==> src/cpu_bus_pkg.sv <==
package cpu_bus_pkg;

    localparam int ADDR_W = 8;
    localparam int DATA_W = 8;

    typedef logic [ADDR_W-1:0] addr_t;
    typedef logic [DATA_W-1:0] data_t;

    // bus clients in arbitration order, fetch first
    typedef enum logic {
        CLIENT_FETCH = 1'b0,
        CLIENT_DATA  = 1'b1
    } client_e;

endpackage

==> src/cpu_isa_pkg.sv <==
package cpu_isa_pkg;

    // one instruction byte is type, select and operand, from msb down
    localparam int TYPE_W = 2;
    localparam int OPERAND_W = 5;

    // a jump target is the select bit on top of the operand
    localparam int TARGET_W = OPERAND_W + 1;

    // data accesses land in the top 32 bytes of the address space
    localparam int DATA_BASE_W = 3;
    localparam logic [DATA_BASE_W-1:0] DATA_BASE = 3'b111;

    typedef enum logic [TYPE_W-1:0] {
        INST_JUMP  = 2'b00,
        INST_LOAD  = 2'b01,
        INST_STORE = 2'b10,
        INST_ADD   = 2'b11
    } inst_type_e;

    // sel picks register a when set and b when clear
    typedef struct packed {
        inst_type_e             itype;
        logic                   sel;
        logic [OPERAND_W-1:0]   operand;
    } inst_t;

endpackage

==> src/mem_req_if.sv <==
`timescale 1ns/1ps

// four-phase request/acknowledge link between a bus client and the memory port
interface mem_req_if;

    logic               req;
    logic               ack;
    logic               we;
    cpu_bus_pkg::addr_t addr;
    cpu_bus_pkg::data_t wdata;
    cpu_bus_pkg::data_t rdata;

    modport client (
        output req,
        output addr,
        output wdata,
        output we,
        input  ack,
        input  rdata
    );

    modport server (
        input  req,
        input  addr,
        input  wdata,
        input  we,
        output ack,
        output rdata
    );

endinterface

==> src/cpu_core.sv <==
`timescale 1ns/1ps

module cpu_core (
    input  logic                clk,
    input  logic                rst,
    input  cpu_isa_pkg::inst_t  inst,
    input  logic                inst_valid,
    output logic                fetch_start,
    output cpu_bus_pkg::addr_t  pc,
    mem_req_if.client           bus
);

    typedef enum logic [1:0] {
        C_START,
        C_DECODE,
        C_REQ,
        C_ACK_LO
    } core_state_e;

    core_state_e         state;
    cpu_bus_pkg::addr_t  pc_q;
    cpu_bus_pkg::data_t  a;
    cpu_bus_pkg::data_t  b;
    cpu_bus_pkg::data_t  sum;
    logic                req_q;
    logic                we_q;
    cpu_bus_pkg::addr_t  addr_q;
    cpu_bus_pkg::data_t  wdata_q;
    cpu_bus_pkg::addr_t  data_addr;
    logic [cpu_isa_pkg::TARGET_W-1:0] target;

    assign sum       = a + b;
    assign target    = {inst.sel, inst.operand};
    assign data_addr = {cpu_isa_pkg::DATA_BASE, inst.operand};

    always_ff @(posedge clk) begin
        if (rst) begin
            state <= C_START;
            pc_q  <= '0;
            a     <= '0;
            b     <= '0;
            req_q <= 1'b0;
            we_q  <= 1'b0;
        end else begin
            case (state)
                C_START: begin
                    state <= C_DECODE;
                end
                C_DECODE: begin
                    if (inst_valid) begin
                        case (inst.itype)
                            cpu_isa_pkg::INST_JUMP: begin
                                pc_q  <= cpu_bus_pkg::addr_t'(target);
                                state <= C_START;
                            end
                            cpu_isa_pkg::INST_ADD: begin
                                if (inst.sel) begin
                                    a <= sum;
                                end else begin
                                    b <= sum;
                                end
                                pc_q  <= pc_q + 1'b1;
                                state <= C_START;
                            end
                            default: begin
                                // load and store both go out as one data access
                                req_q <= 1'b1;
                                we_q  <= (inst.itype == cpu_isa_pkg::INST_STORE);
                                state <= C_REQ;
                            end
                        endcase
                    end
                end
                C_REQ: begin
                    if (bus.ack) begin
                        req_q <= 1'b0;
                        if (!we_q && inst.sel) begin
                            a <= bus.rdata;
                        end else if (!we_q) begin
                            b <= bus.rdata;
                        end
                        state <= C_ACK_LO;
                    end
                end
                C_ACK_LO: begin
                    if (!bus.ack) begin
                        we_q  <= 1'b0;
                        pc_q  <= pc_q + 1'b1;
                        state <= C_START;
                    end
                end
                default: state <= C_START;
            endcase
        end
    end

    always_ff @(posedge clk) begin
        if (state == C_DECODE && inst_valid) begin
            addr_q  <= data_addr;
            wdata_q <= inst.sel ? a : b;
        end
    end

    assign fetch_start = (state == C_START);
    assign pc          = pc_q;
    assign bus.req     = req_q;
    assign bus.we      = we_q;
    assign bus.addr    = addr_q;
    assign bus.wdata   = wdata_q;

    // a new fetch only starts after the data handshake has fully closed at the port
    a_fetch_after_data: assert property (@(posedge clk) disable iff (rst)
        fetch_start |-> !bus.req && !bus.ack);

endmodule

==> src/cpu_top.sv <==
`timescale 1ns/1ps

module cpu_top (
    input  logic                clk,
    input  logic                rst,
    output logic                mem_req,
    output cpu_bus_pkg::addr_t  mem_addr,
    output cpu_bus_pkg::data_t  mem_wdata,
    output logic                mem_we,
    input  logic                mem_ack,
    input  cpu_bus_pkg::data_t  mem_rdata
);

    logic                fetch_start;
    logic                inst_valid;
    cpu_bus_pkg::addr_t  pc;
    cpu_isa_pkg::inst_t  inst;

    mem_req_if fetch_bus ();
    mem_req_if data_bus ();

    fetch_unit i_fetch (
        .clk         (clk),
        .rst         (rst),
        .fetch_start (fetch_start),
        .pc          (pc),
        .inst        (inst),
        .inst_valid  (inst_valid),
        .bus         (fetch_bus)
    );

    cpu_core i_core (
        .clk         (clk),
        .rst         (rst),
        .inst        (inst),
        .inst_valid  (inst_valid),
        .fetch_start (fetch_start),
        .pc          (pc),
        .bus         (data_bus)
    );

    // only one of the two clients is ever pending, the port still arbitrates
    mem_port i_port (
        .clk         (clk),
        .rst         (rst),
        .fetch_bus   (fetch_bus),
        .data_bus    (data_bus),
        .mem_req     (mem_req),
        .mem_addr    (mem_addr),
        .mem_wdata   (mem_wdata),
        .mem_we      (mem_we),
        .mem_ack     (mem_ack),
        .mem_rdata   (mem_rdata)
    );

endmodule

==> src/fetch_unit.sv <==
`timescale 1ns/1ps

module fetch_unit (
    input  logic                clk,
    input  logic                rst,
    input  logic                fetch_start,
    input  cpu_bus_pkg::addr_t  pc,
    output cpu_isa_pkg::inst_t  inst,
    output logic                inst_valid,
    mem_req_if.client           bus
);

    typedef enum logic [1:0] {
        F_IDLE,
        F_REQ,
        F_ACK_LO
    } fetch_state_e;

    fetch_state_e        state;
    logic                req_q;
    logic                inst_valid_q;
    cpu_bus_pkg::addr_t  addr_q;
    cpu_isa_pkg::inst_t  inst_q;

    always_ff @(posedge clk) begin
        if (rst) begin
            state        <= F_IDLE;
            req_q        <= 1'b0;
            inst_valid_q <= 1'b0;
        end else begin
            case (state)
                F_IDLE: begin
                    if (fetch_start) begin
                        req_q        <= 1'b1;
                        inst_valid_q <= 1'b0;
                        state        <= F_REQ;
                    end
                end
                F_REQ: begin
                    if (bus.ack) begin
                        req_q <= 1'b0;
                        state <= F_ACK_LO;
                    end
                end
                F_ACK_LO: begin
                    // the byte is only handed over once the handshake is closed
                    if (!bus.ack) begin
                        inst_valid_q <= 1'b1;
                        state        <= F_IDLE;
                    end
                end
                default: state <= F_IDLE;
            endcase
        end
    end

    always_ff @(posedge clk) begin
        if (state == F_IDLE && fetch_start) begin
            addr_q <= pc;
        end
        if (state == F_REQ && bus.ack) begin
            inst_q <= cpu_isa_pkg::inst_t'(bus.rdata);
        end
    end

    assign bus.req    = req_q;
    assign bus.addr   = addr_q;
    assign bus.we     = 1'b0;
    assign bus.wdata  = '0;
    assign inst       = inst_q;
    assign inst_valid = inst_valid_q;

    // the read request is only withdrawn against a standing ack from the port
    a_req_until_ack: assert property (@(posedge clk) disable iff (rst)
        $fell(bus.req) |-> bus.ack);

endmodule

==> src/mem_port.sv <==
`timescale 1ns/1ps

module mem_port (
    input  logic                clk,
    input  logic                rst,
    mem_req_if.server           fetch_bus,
    mem_req_if.server           data_bus,
    output logic                mem_req,
    output cpu_bus_pkg::addr_t  mem_addr,
    output cpu_bus_pkg::data_t  mem_wdata,
    output logic                mem_we,
    input  logic                mem_ack,
    input  cpu_bus_pkg::data_t  mem_rdata
);

    logic                  busy;
    cpu_bus_pkg::client_e  grant;
    logic                  ack_q;
    cpu_bus_pkg::data_t    rdata_q;
    logic                  any_req;
    logic                  grant_req;

    assign any_req   = fetch_bus.req || data_bus.req;
    assign grant_req = (grant == cpu_bus_pkg::CLIENT_FETCH) ? fetch_bus.req : data_bus.req;

    always_ff @(posedge clk) begin
        if (rst) begin
            busy    <= 1'b0;
            grant   <= cpu_bus_pkg::CLIENT_FETCH;
            mem_req <= 1'b0;
            mem_we  <= 1'b0;
            ack_q   <= 1'b0;
        end else begin
            ack_q <= mem_ack;
            if (!busy) begin
                if (any_req) begin
                    busy    <= 1'b1;
                    mem_req <= 1'b1;
                    // fetch has priority
                    if (fetch_bus.req) begin
                        grant  <= cpu_bus_pkg::CLIENT_FETCH;
                        mem_we <= 1'b0;
                    end else begin
                        grant  <= cpu_bus_pkg::CLIENT_DATA;
                        mem_we <= data_bus.we;
                    end
                end
            end else begin
                mem_req <= grant_req;
                // the grant is freed only once the external ack is seen low
                if (!mem_req && !ack_q && !grant_req) begin
                    busy   <= 1'b0;
                    mem_we <= 1'b0;
                end
            end
        end
    end

    always_ff @(posedge clk) begin
        rdata_q <= mem_rdata;
        if (!busy && any_req) begin
            mem_addr  <= fetch_bus.req ? fetch_bus.addr : data_bus.addr;
            mem_wdata <= fetch_bus.req ? fetch_bus.wdata : data_bus.wdata;
        end
    end

    assign fetch_bus.ack   = busy && (grant == cpu_bus_pkg::CLIENT_FETCH) && ack_q;
    assign data_bus.ack    = busy && (grant == cpu_bus_pkg::CLIENT_DATA) && ack_q;
    assign fetch_bus.rdata = (grant == cpu_bus_pkg::CLIENT_FETCH) ? rdata_q : '0;
    assign data_bus.rdata  = (grant == cpu_bus_pkg::CLIENT_DATA) ? rdata_q : '0;

    // the external memory must answer before the request is withdrawn
    a_mem_req_held: assert property (@(posedge clk) disable iff (rst)
        mem_req && !mem_ack |=> mem_req);

    a_fetch_ack_has_req: assert property (@(posedge clk) disable iff (rst)
        $rose(fetch_bus.ack) |-> fetch_bus.req);

    a_data_ack_has_req: assert property (@(posedge clk) disable iff (rst)
        $rose(data_bus.ack) |-> data_bus.req);

endmodule

==> config.mk <==
export PLATFORM = sky130hd
export DESIGN_NAME = cpu_top
export DESIGN_NICKNAME = d
export VERILOG_FILES = /design/src/cpu_bus_pkg.sv /design/src/cpu_isa_pkg.sv /design/src/mem_req_if.sv /design/src/cpu_core.sv /design/src/cpu_top.sv /design/src/fetch_unit.sv /design/src/mem_port.sv
export SDC_FILE = /design/constraint.sdc
export NUM_CORES = 1
export LEC_CHECK = 0
export ABC_CLOCK_PERIOD_IN_PS = 6150
export BUFFER_PORTS_ARGS = -buffer_cell sky130_fd_sc_hd__buf_2
export CAP_MARGIN = 20
export CORE_AREA = 2 2 112 125
export DETAILED_ROUTE_END_ITERATION = 7
export DIE_AREA = 0 0 114 127
export SKIP_CTS_REPAIR_TIMING = 1
export SLEW_MARGIN = 20
export SYNTH_ARGS = -nofsm -noshare
export SYNTH_HDL_FRONTEND = slang
export SYNTH_SLANG_ARGS = --single-unit
==> constraint.sdc <==
create_clock -name clk -period 6.15 [get_ports clk]
set_clock_uncertainty 0.05 [all_clocks]
set_input_delay 0.3075 -clock clk [delete_from_list [all_inputs] [get_ports clk]]
set_output_delay 0.3075 -clock clk [all_outputs]
set_load 0.05 [all_outputs]
==> impl_results.md <==
- Pins Over Slew Limit: 0
- First-pass GRT wire length: 12.6 mm
- Clock slew at reported path FFs: ~60 ps
- Vias in the first global route: around 2500
- CTS buffer count: 9
- Most frequent cells in the layout: 45 x dfxtp_1, 45 x edfxtp_1, 28 x buf_2
- Placer congestion estimate: 0.835
- Area grow syn2layout: 14.2%
- Setup violators final: 0
- CP startpoint kind: register
- CP endpoint kind: register
- Reg2reg end: i_core.a[6]$_SDFFE_PP0P_
- Max VDD drop: 0.000102 V
- Nets: 379
- Antenna cell count: 0
- Worst Tran Pin Value: 876 ps
- Post-DRT Antenna Nets: 0
- CTS H-tree depth: 3
- Hold Fails Final Rpt: 0
- Post-synth EDFFs: 45
- Full die area: 14500 um2
- Critical Path RT: 6350 ps
- Worst hold path type: input port to register
- Pre-CTS worst setup slack: 3830 ps
- Pwr Density: 290 nW/um2
- Number of synthesis warnings: 0
- Post-synthesis sequential area ratio: 0.579
- Max-Slew Margin vs Limit: 0.415
- # DRC: 0
- # Max-Cap Violations: 0
- # fillers: 1303
- Leak: 1.65 nW
- Die X: 114 um
- Status: finished clean
- Initial antenna violation count: 0
- Critical path startpoint: i_core.a[0]$_SDFFE_PP0P_
- Wire length per cell: 14.6 um
- Vias: 2527
- Reg2Reg Setup Slack: 3940 ps
- Synthesized area per cell: 11.7 um2
- Critical Path AT: approximately 2400 ps
- Top post-synthesis cells by area: edfxtp_1 35%, dfxtp_1 23%, mux2_2 3.5%
- Synth Register Bits: 90
- Primary FF master, synth: edfxtp_1
- Synth top area share: 0.347
- Fraction of registers with async set or reset after synthesis: 0
- Syn Std Cell Area: 3890 um2
- Post-synthesis net count: about 360
- Crit path max fanout: 3
- Root Driver: clkbuf_16
- Die Span Y: 127 um
- Initial Utilization: 0.297
- Final worst slack: 3940 ps
- 1st-iter DRT viols: 253
- Total track usage: 0.112
- Num ports: 29
- Core area: 13100 um2
- Final WL: 7.61 mm
- Worst-skew pair later-pin latency: approximately 340 ps
- R2r startpoint: i_core.a[0]$_SDFFE_PP0P_
- Clk buf depth: 2
- RSZ-0062 raised after global routing: false
- # rows: 44
- CTS tree: yes
- Area of the multi-input gates: 1490 um2
- Synth cell types: 61
- Port Buffer Count: 28
- Max Freq: 453 MHz
- Worst setup path endpoint: i_core.a[6]$_SDFFE_PP0P_
- Setup TNS: 0 ps
- R2R depth: 8
- Fin crit share: 0.359
- Largest net degree at the start of global routing: 34
- TritonCTS Sinks: 90
- Dpl hpwl: 5.27 mm
- Tmin final: 2210 ps
- Reg area: 2250 um2
- Layout cells sized above 1: 0.196
- Yosys top cell by area: edfxtp_1
- Syn Inst Count: 334
- Vias per cell: 4.83
- Grt ovf: 0
- Critical path class: register to register
- Pre-Repair DR Iteration Count: 4
## synthesized netlist by cell type, types with 2 or more instances
master	number
o211a_1	2
buf_2	3
a21oi_1	18
nand3_1	9
a221oi_1	2
nand2_1	9
buf_6	2
edfxtp_1	45
o21ai_0	12
mux2i_1	3
a31oi_1	8
nand3b_1	4
ha_1	10
a21o_1	4
buf_4	3
mux2_2	12
o21a_1	2
clkbuf_1	8
a211oi_1	15
nand2b_1	5
inv_1	12
nor2b_1	21
and2_1	2
xnor2_1	4
nor3_1	4
nor2_1	26
a22o_1	2
and3_1	6
or4_1	2
nand2_2	2
dfxtp_1	45
nor3b_1	3
## power breakdown
group / switching, mW / internal [mW] / leakage [nW]
Combinational: 0.0523 / 0.0225 / 0.721
Clock: 0.227 / 0.320 / 0.144
Sequential: 0.0169 / 0.649 / 0.784
## layout make-up
| cell class | count | area share |
|---|---|---|
| clock inverter | 6 | 0.0163 |
| multi-input combinational | 214 | 0.335 |
| sequential | 90 | 0.507 |
| tap | 161 | 0.0453 |
| timing repair buffer | 30 | 0.0349 |
| inverter | 12 | 0.0101 |
| clock buffer | 10 | 0.0515 |
## worst min path at each step
stage                       from                   endpoint  depth (start not counted)
finish              mem_rdata[3]  i_port.rdata_q[3]$_DFF_P_                          1
global route        mem_rdata[5]  i_port.rdata_q[5]$_DFF_P_                          1
CTS                 mem_rdata[5]  i_port.rdata_q[5]$_DFF_P_                          1
detailed placement  mem_rdata[5]  i_port.rdata_q[5]$_DFF_P_                          1
global placement    mem_rdata[1]  i_port.rdata_q[1]$_DFF_P_                          1
floorplan           mem_rdata[0]  i_port.rdata_q[0]$_DFF_P_                          0
## metrics by stage
step	instance area (um2)	cells	hold slack (ps)	util	power, mW
global route	4440	523	10.1	0.339	1.33
global placement	4140	507	362	0.316	0.753
finish	4440	523	18.0	0.339	1.29
CTS	4440	523	9.67	0.339	1.30
detailed placement	4140	507	362	0.316	0.755
floorplan	3890	334	285	-	0.731
## worst max-delay path: stages (launching register included)
cell	delay, ps
dfxtp_1	360
ha_1	200
inv_1	70
fa_1	480
nor2b_4	150
o31a_1	150
nor3_1	50
or3b_1	390
a311oi_2	230
## metal layers
layer	GRT usage	share of wire	vias to the layer above
met2	0.182	0.48	62
met4	0.0445	0.014	0
li1	-	-	1269
met5	0	0	-
met3	0.0323	0.055	9
met1	0.141	0.45	1187
## kinds of logic (layout without fill, tap and decap cells)
kind of cell / count (synthesis) / after routing / synth area share
simple gates: 104 / 104 / 0.150
flops: 90 / 90 / 0.579
compound gates: 80 / 80 / 0.143
buf+inv: 30 / 58 / 0.0399
mux: 15 / 15 / 0.0424
fa+ha+maj: 11 / 11 / 0.0373
xor+xnor: 4 / 4 / 0.00900
Power figures use the tool's default switching activity.
